<file path="src/hw/exe_defines.svh">
`ifndef EXE_DEFINES_SVH
`define EXE_DEFINES_SVH

// data path word width
`define EXE_DATA_BITS 32

// register file address width
`define EXE_REG_BITS 5

// width of a shift amount and of the sa field in the instruction
`define EXE_SHAMT_BITS 5

`endif

</file>
<file path="src/hw/exe_ctrl_pkg.sv">
`include "exe_defines.svh"

package exe_ctrl_pkg;

	// alu opcodes numbered without gaps
	typedef enum logic [3:0] {
		ALU_ADD = 4'd0,
		ALU_SUB = 4'd1,
		ALU_AND = 4'd2,
		ALU_OR  = 4'd3,
		ALU_XOR = 4'd4,
		ALU_NOR = 4'd5,
		ALU_SLT = 4'd6,
		ALU_LUI = 4'd7,
		ALU_SLL = 4'd8,  // shifter ops from here on
		ALU_SRL = 4'd9,
		ALU_SRA = 4'd10
	} alu_op_e;

	// operand a source
	typedef enum logic [1:0] {
		A_RS   = 2'd0,  // forwarded rs
		A_SA   = 2'd1,  // inst[10:6]
		A_LINK = 2'd2   // link address
	} a_src_e;

	// operand b source
	typedef enum logic [1:0] {
		B_RT   = 2'd0,  // forwarded rt
		B_IMM  = 2'd1,  // extended immediate
		B_FOUR = 2'd2,  // link target skips the delay slot
		B_ZERO = 2'd3
	} b_src_e;

	typedef logic [`EXE_SHAMT_BITS-1:0] shamt_t;

endpackage

</file>
<file path="src/hw/exe_data_pkg.sv">
`include "exe_defines.svh"

package exe_data_pkg;

	// bundle registered at the id/exe boundary
	typedef struct packed {
		logic valid;
		logic [`EXE_DATA_BITS-1:0] inst;
		logic [`EXE_DATA_BITS-1:0] link_addr;
		logic [`EXE_DATA_BITS-1:0] data_rs;  // already forwarded
		logic [`EXE_DATA_BITS-1:0] data_rt;
		exe_ctrl_pkg::a_src_e a_src;
		exe_ctrl_pkg::b_src_e b_src;
		exe_ctrl_pkg::alu_op_e alu_op;
		logic is_signed;
		logic imm_ext;  // 1 means sign extend
		logic [`EXE_REG_BITS-1:0] regw_addr;
		logic wb_wen;
	} id_exe_t;

	typedef struct packed {
		logic [`EXE_DATA_BITS-1:0] opa;
		logic [`EXE_DATA_BITS-1:0] opb;
	} operand_t;

	// bundle handed to the mem stage
	typedef struct packed {
		logic valid;
		logic [`EXE_DATA_BITS-1:0] result;
		logic [`EXE_DATA_BITS-1:0] store_data;  // rt value for stores
		logic overflow;
		logic [`EXE_REG_BITS-1:0] regw_addr;
		logic wb_wen;
	} exe_mem_t;

endpackage

</file>
<file path="src/hw/operand_select.sv">
`timescale 1ns/100ps
`include "exe_defines.svh"

module operand_select (
	input exe_data_pkg::id_exe_t id_in,
	output exe_data_pkg::operand_t operands
	);

	localparam int IMM_BITS = 16;
	localparam int SA_LSB = 6;

	exe_ctrl_pkg::shamt_t shamt;
	logic [IMM_BITS-1:0] imm_raw;
	logic [`EXE_DATA_BITS-1:0] imm_full;

	// fields pulled out of the instruction word
	assign shamt = id_in.inst[SA_LSB +: `EXE_SHAMT_BITS];
	assign imm_raw = id_in.inst[IMM_BITS-1:0];

	always_comb begin
		if (id_in.imm_ext) begin
			imm_full = {{(`EXE_DATA_BITS-IMM_BITS){imm_raw[IMM_BITS-1]}}, imm_raw};
		end
		else begin
			imm_full = {{(`EXE_DATA_BITS-IMM_BITS){1'b0}}, imm_raw};
		end
	end

	always_comb begin
		case (id_in.a_src)
			exe_ctrl_pkg::A_RS: operands.opa = id_in.data_rs;
			exe_ctrl_pkg::A_SA: begin
				operands.opa = {{(`EXE_DATA_BITS-`EXE_SHAMT_BITS){1'b0}}, shamt};
			end
			exe_ctrl_pkg::A_LINK: operands.opa = id_in.link_addr;
			default: operands.opa = id_in.data_rs;  // unused code falls back to rs
		endcase
	end

	always_comb begin
		case (id_in.b_src)
			exe_ctrl_pkg::B_RT: operands.opb = id_in.data_rt;
			exe_ctrl_pkg::B_IMM: operands.opb = imm_full;
			exe_ctrl_pkg::B_FOUR: operands.opb = `EXE_DATA_BITS'(4);  // link + 4
			exe_ctrl_pkg::B_ZERO: operands.opb = '0;
			default: operands.opb = id_in.data_rt;
		endcase
	end

endmodule

</file>
<file path="src/hw/alu_core.sv">
`timescale 1ns/100ps
`include "exe_defines.svh"

module alu_core (
	input exe_data_pkg::operand_t operands,
	input exe_ctrl_pkg::alu_op_e alu_op,
	input logic is_signed,
	output logic [`EXE_DATA_BITS-1:0] alu_result,
	output logic alu_overflow
	);

	localparam int MSB = `EXE_DATA_BITS - 1;
	localparam int HALF = `EXE_DATA_BITS / 2;

	logic [`EXE_DATA_BITS-1:0] a;
	logic [`EXE_DATA_BITS-1:0] b;
	logic [`EXE_DATA_BITS-1:0] sum;
	logic [`EXE_DATA_BITS-1:0] diff;
	logic add_wrap;
	logic sub_wrap;
	logic less;

	assign a = operands.opa;
	assign b = operands.opb;
	assign sum = a + b;
	assign diff = a - b;

	// same signs in, different sign out
	assign add_wrap = (a[MSB] == b[MSB]) && (sum[MSB] != a[MSB]);
	// opposite signs in, result takes sign of b
	assign sub_wrap = (a[MSB] != b[MSB]) && (diff[MSB] != a[MSB]);

	always_comb begin
		if (is_signed) begin
			less = $signed(a) < $signed(b);
		end
		else begin
			less = a < b;
		end
	end

	always_comb begin
		case (alu_op)
			exe_ctrl_pkg::ALU_ADD: alu_result = sum;
			exe_ctrl_pkg::ALU_SUB: alu_result = diff;
			exe_ctrl_pkg::ALU_AND: alu_result = a & b;
			exe_ctrl_pkg::ALU_OR: alu_result = a | b;
			exe_ctrl_pkg::ALU_XOR: alu_result = a ^ b;
			exe_ctrl_pkg::ALU_NOR: alu_result = ~(a | b);
			exe_ctrl_pkg::ALU_SLT: alu_result = {{MSB{1'b0}}, less};
			exe_ctrl_pkg::ALU_LUI: alu_result = {b[HALF-1:0], {HALF{1'b0}}};
			default: alu_result = '0;  // shifts are not ours
		endcase
	end

	always_comb begin
		case (alu_op)
			exe_ctrl_pkg::ALU_ADD: alu_overflow = is_signed & add_wrap;
			exe_ctrl_pkg::ALU_SUB: alu_overflow = is_signed & sub_wrap;
			default: alu_overflow = 1'b0;
		endcase
	end

endmodule

</file>
<file path="src/hw/shift_unit.sv">
`timescale 1ns/100ps
`include "exe_defines.svh"

module shift_unit (
	input exe_data_pkg::operand_t operands,
	input exe_ctrl_pkg::alu_op_e alu_op,
	output logic [`EXE_DATA_BITS-1:0] shift_result
	);

	exe_ctrl_pkg::shamt_t shamt;
	logic [`EXE_DATA_BITS-1:0] value;

	// only the low bits of a count
	assign shamt = operands.opa[`EXE_SHAMT_BITS-1:0];
	assign value = operands.opb;

	always_comb begin
		case (alu_op)
			exe_ctrl_pkg::ALU_SLL: shift_result = value << shamt;
			exe_ctrl_pkg::ALU_SRL: shift_result = value >> shamt;
			exe_ctrl_pkg::ALU_SRA: begin
				shift_result = $unsigned($signed(value) >>> shamt);  // keeps sign
			end
			default: shift_result = '0;
		endcase
	end

endmodule

</file>
<file path="src/hw/exe_result.sv">
`timescale 1ns/100ps
`include "exe_defines.svh"

module exe_result (
	input logic clk,
	input logic exe_rst,
	input logic exe_en,
	input exe_data_pkg::id_exe_t id_in,
	input logic [`EXE_DATA_BITS-1:0] alu_result,
	input logic alu_overflow,
	input logic [`EXE_DATA_BITS-1:0] shift_result,
	output exe_data_pkg::exe_mem_t exe_out
	);

	logic [`EXE_DATA_BITS-1:0] unit_result;
	exe_data_pkg::exe_mem_t next_out;

	// pick the unit named by the opcode
	always_comb begin
		case (id_in.alu_op)
			exe_ctrl_pkg::ALU_SLL,
			exe_ctrl_pkg::ALU_SRL,
			exe_ctrl_pkg::ALU_SRA: unit_result = shift_result;
			default: unit_result = alu_result;
		endcase
	end

	always_comb begin
		next_out.valid = id_in.valid;
		next_out.result = unit_result;
		next_out.store_data = id_in.data_rt;
		next_out.overflow = alu_overflow;
		next_out.regw_addr = id_in.regw_addr;
		next_out.wb_wen = id_in.wb_wen & ~alu_overflow;  // no writeback on overflow
	end

	always_ff @(posedge clk) begin
		if (exe_rst) begin
			exe_out <= '0;
		end
		else if (exe_en) begin
			exe_out <= next_out;
		end
	end

endmodule

</file>
<file path="src/hw/exe_stage.sv">
`timescale 1ns/100ps
`include "exe_defines.svh"

module exe_stage (
	input logic clk,
	input logic exe_rst,
	input logic exe_en,
	input exe_data_pkg::id_exe_t id_in,
	output exe_data_pkg::exe_mem_t exe_out
	);

	exe_data_pkg::operand_t operands;
	logic [`EXE_DATA_BITS-1:0] alu_result;
	logic alu_overflow;
	logic [`EXE_DATA_BITS-1:0] shift_result;

	operand_select opsel (
		.id_in(id_in),
		.operands(operands)
		);

	// both units see the same operands
	alu_core alu (
		.operands(operands),
		.alu_op(id_in.alu_op),
		.is_signed(id_in.is_signed),
		.alu_result(alu_result),
		.alu_overflow(alu_overflow)
		);

	shift_unit shifter (
		.operands(operands),
		.alu_op(id_in.alu_op),
		.shift_result(shift_result)
		);

	exe_result result (
		.clk(clk),
		.exe_rst(exe_rst),
		.exe_en(exe_en),
		.id_in(id_in),
		.alu_result(alu_result),
		.alu_overflow(alu_overflow),
		.shift_result(shift_result),
		.exe_out(exe_out)
		);

endmodule

</file>
<file path="config.mk">
export PLATFORM = sky130hd
export DESIGN_NAME = exe_stage
export DESIGN_NICKNAME = d
export VERILOG_FILES = /design/src/hw/exe_ctrl_pkg.sv /design/src/hw/exe_data_pkg.sv /design/src/hw/operand_select.sv /design/src/hw/alu_core.sv /design/src/hw/shift_unit.sv /design/src/hw/exe_result.sv /design/src/hw/exe_stage.sv
export VERILOG_INCLUDE_DIRS = /design/src /design/src/hw
export SDC_FILE = /design/constraint.sdc
export NUM_CORES = 1
export LEC_CHECK = 0
export ABC_AREA = 0
export ABC_CLOCK_PERIOD_IN_PS = 5100
export BUFFER_PORTS_ARGS = -buffer_cell sky130_fd_sc_hd__buf_2
export CORE_MARGIN = 4
export CORE_UTILIZATION = 50
export DETAILED_ROUTE_END_ITERATION = 12
export PLACE_DENSITY = 0.84
export SYNTH_ARGS = -nofsm -noshare
export SYNTH_HDL_FRONTEND = slang
export SYNTH_HIERARCHICAL = 1
export SYNTH_SLANG_ARGS = --single-unit
</file>
<file path="constraint.sdc">
create_clock -name clk -period 5.1 [get_ports clk]
set_clock_uncertainty 0.15 [all_clocks]
set_input_delay 1.02 -clock clk [delete_from_list [all_inputs] [get_ports clk]]
set_output_delay 1.02 -clock clk [all_outputs]
set_load 0.005 [all_outputs]
</file>
* Word level (Yosys, flattened, before mapping) *
Cells that the tools add are included.

operators by class
  equal/unequal tests = 19
  multiplexer cells = 8
  add/subtract/negate cells = 2
  multiply operators = 0
  shift operators = 3
  magnitude comparators = 2
  divide/modulo/power cells = 0
  reductions and logical operators = 5
  bitwise logic cells = 8

operator list
  operator                                                                count
  32-bit one-hot mux with 8 select lines                                  1
  32-bit one-hot mux with 4 select lines                                  1
  32-bit one-hot mux with 3 select lines                                  1
  32-bit less-than comparator                                             2
  32-bit 2-to-1 mux                                                       2
  32-bit one-hot mux with 2 select lines                                  1
  32-bit adder                                                            1
  32-bit bitwise AND                                                      1
  32-bit inverter                                                         1
  32-bit OR                                                               1
  32-bit by 5-bit << shifter with 32-bit output                           1
  32-bit by 5-bit right shift with 32-bit output                          1
  32-bit by 5-bit >>> shifter with 32-bit output                          1
  32-bit subtractor                                                       1
  32-bit bitwise XOR                                                      1
  4-bit by 3-bit equality test with 1-bit output (second input constant)  4
  4-bit equality test (second input constant)                             3
  4-bit by 2-bit equality test with 1-bit output (second input constant)  2
  2-bit equality test (second input constant)                             3
  2-bit by 1-bit equality test with 1-bit output (second input constant)  2
  4-bit by 1-bit equality test with 1-bit output (second input constant)  1
  4-bit zero test                                                         1
  1-bit bitwise AND                                                       3
  1-bit != test                                                           3
  7 further kinds                                                         8

storage, ports and cells
  input port bits = 148
  logic and storage cells = 53
  output and inout port bits = 72
  memories = 0
  register bits = 72
  bits in read-only memories = 0
  latch bits = 0
  memory bits (writable) = 0

* Depth between registers and ports, before layout *
  word-level depth = 9
  depth in mapped cells = 21

* Hierarchy *
The synthesis kept the hierarchy.

modules (own cells, without submodules)
  module          area each (um^2)  times used  cells each
  alu_core        5,066.1           1           759
  shift_unit      4,536.9           1           550
  exe_result      3,050.4           1           319
  operand_select  870.8             1           131

* Worst setup path before layout *
No wires, ideal clock.

  path kind = input port to flip-flop
  from = input port id_in[14] (netlist name)
  to = register, netlist name result/exe_out[69]
  arrival time = 4,813 ps
  path buffers = 2
  setup slack = 15 ps
  stages on the path = 18
  data required time = 4,828 ps
  cells stage by stage = inv_1 -> ha_1 -> buf_2 -> buf_2 -> o21ai_1 -> inv_1 -> fa_1 -> o21ba_1 -> or4_4 -> a31oi_4 -> a21oi_2 -> o41ai_4 -> a31oi_1 -> o31ai_1 -> a32oi_1 -> xnor2_1 -> o211ai_1 -> o311a_1

RTL lines
  item         RTL line        RTL
  from (decl)  exe_stage.sv:8  input exe_data_pkg::id_exe_t id_in,

==> metrics.cfg <==
[outcome]
status = complete, but fails checks
failed_checks = design-rule violations

[finish]
nNetsFinal = 2408
finish.utilization = 0.6592
final_area_um2 = 17370
syn_to_final_growth_pct = 28.46
largestRegisters = result/exe_out: 72 flops
drive_gt1_frac = 0.3329
final_cells = 2493
largest_reg_flops = 72
largest_register = result/exe_out

[logic_synthesis]
synthFlopType = dfxtp_1
synth-xor-area-share = 0.01101
async_flop_share = 0
netlist_instances = 1759
synth-edff-count = 0
muxShareOfSynthArea = 0.2087
syn_nets = 2015
synth_common_cells = nor2_1, a21oi_1, ha_1
yosysUniqueCellTypes = 99
synth_compound_area_frac = 0.2805
synth_most_common_cell = nor2_1
ys.warnings.count = 6
synth_seq_cells = 72
netlist_area_um2 = 13520
syn_area_per_cell_um2 = 7.689
ys_seq_area_frac = 0.1066
yosysTopAreaCell = dfxtp_1
netlist.area_leader.share = 0.1066
synth_area_leaders = dfxtp_1, ha_1, mux4_2, mux2i_1, nor2_1
synthSimpleGateAreaFrac = 0.2009
synth_top_family_by_area = compound AO/OA/AOI/OAI gates
synth_fa_ha_area_frac = 0.1010

[global_route]
first_global_vias = 15789
grt_use_total = 0.4114
antenna_found_initial = 3
grt_max_degree = 111
overflow = 0
grt_pass1_wl_um = 93710

[worst_setup_path]
crit_path_max_fanout = 16
crit_type = in2reg
startpoint_type = input port
end_kind = flop
worstPathArrival_ns = 5.14
worstSetupStartpoint = id_in[14]
crit_required_ns = 5.19
r2r_start = result/exe_out[68]

[power]
p_per_area_nw_per_um2 = 213.0
clkPwrFrac = 0.195
internal_power_mw = 2.023
vdd_ir_drop_max_mv = 0.1643
power_leakage_nw = 7.968
sw_frac_of_total = 0.4533
p_comb_frac = 0.637
p_sw_mw = 1.677
seqPwrFrac = 0.168

[floorplan]
core_area_um2 = 26350
fp.dieH_um = 172.5
initial_core_util = 0.5132
die_area_um2 = 29740
rows = 59
die-width_um = 172.5
ioPinCount = 220

[clock_network]
clk_pin_slew_worst_paths_ns = 0.07
clk_path_buf_depth = 2
numCtsBuffers = 9
hold_buffers = 0
clkLatencyLatePin_ns = 0.35
htreeDepth = 3
cts_tree = built
cts.sinks = 72
cts-root-buf = clkbuf_16

[flow_run]
maxCapViolations = 0

[route]
routed_via_density = 6.666
via_count = 16618
ant_nets = 0
remaining_drc_errors = 1
wire_per_inst_um = 25.44
firstDrtPassIters = 10
drt_wl_total_um = 63410
drt_iter0_markers = 2294

[sta]
max_slew_margin = 0.2043
fin_ws_ns = 0.04574
tightest_slew_ns = 1.192
report.final.setup_viol = 0
period_share = 0.9910
rsz0062_at_grt = true
finalCriticalPeriod_ns = 5.054
fmax_mhz = 197.9
final-hold-violation-count = 0
drv_slew = 0

[placement]
dp_cells = 2475
gp_congestion = 1.039
dp_worst_setup_slack_ns = -0.3976
dpl_cell_area_um2 = 16890
portBuffers = 203
place_hpwl_um = 49110

[worst_hold_path]
holdCritStartpoint = result/exe_out[0]
min_path_type = reg2reg

## critical path, stage by stage
cell and delay [ns]:
buf_2 0.09, inv_1 0.07, ha_4 0.28, buf_6 0.14, buf_6 0.20, a22o_1 0.18
inv_1 0.05, ha_1 0.31, buf_4 0.15, a21o_1 0.22, a221o_1 0.38, a21oi_2 0.19
nor2_1 0.08, a211oi_2 0.29, buf_4 0.17, a21oi_1 0.05, buf_4 0.14, o211ai_1 0.19
a32oi_1 0.16, xnor2_1 0.19, o211ai_1 0.24, o311a_1 0.36
## power by group through the flow
stage          registers [mW]  clock network [mW]  logic [mW]
2_1_floorplan           0.638                   0        1.28
4_1_cts                 0.622               0.720        2.24
3_5_place_dp            0.635                   0        2.23
6_report                0.623               0.721        2.36
5_1_grt                 0.627               0.741        2.49
3_3_place_gp            0.633                   0        2.20
## cell usage in the layout (no fill, tap or decap), drive strengths merged, types with 32 or more instances in the layout
cell type | netlist | final
buf | 75 | 556
nor2 | 262 | 262
a21oi | 111 | 111
ha | 106 | 106
nand2 | 105 | 105
inv | 101 | 105
mux2i | 102 | 102
o21ai | 96 | 96
dfxtp | 72 | 72
mux4 | 67 | 67
o211ai | 41 | 41
o311a | 33 | 33
nand4b | 32 | 32
## layer usage
metal	vias up	wire length (um)	track usage
li1	7381	-	-
met1	7847	23850	0.5204
met2	1165	27810	0.6417
met3	223	7077	0.08619
met4	2	4661	0.2522
met5	-	12	0
## area by class of cell
type	count	area, um2
Inverter	101	379.1
Multi-Input combinational cell	1412	11080
Sequential cell	72	1441
Clock inverter	7	82.58
Timing Repair Buffer	556	3742
Tap cell	335	419.2
Fill cell	2283	8981
Clock buffer	9	225.2
Antenna cell	1	2.502
## stage by stage
stage	power, mW	TNS (ns)	hold slack, ns
CTS	3.585	0	0.3200
finish	3.700	0	0.3193
detailed placement	2.865	-5.703	0.3093
floorplan	1.915	0	0.3074
global placement	2.834	-4.707	0.2989
global route	3.859	-0.2114	0.3245
## what timing repair did
action / in CTS / in global routing
pin swaps: 0 / 20
gates resized for setup: 3 / 33
buffers inserted: 0 / 1
setup endpoints to repair: 4 / 19
## worst paths after layout
check / to / slack, ns / depth (start not counted)
worst max-delay path: result/exe_out[69] / 0.05 / 22
worst min-delay path: result/exe_out[0] / 0.32 / 2
worst min register to register: result/exe_out[0] / 0.32 / 2
worst max register to register: result/exe_out[68] / 4.17 / 3
## cell families (layout without fill, tap and decap cells)
family / count (synthesis) / count (layout)
buf+inv: 275 / 673
compound gates: 526 / 526
xor+xnor: 17 / 17
flops: 72 / 72
fa+ha+maj: 108 / 108
other cells: 0 / 1
mux: 192 / 192
simple gates: 569 / 569
Power figures use the tool's default switching activity.
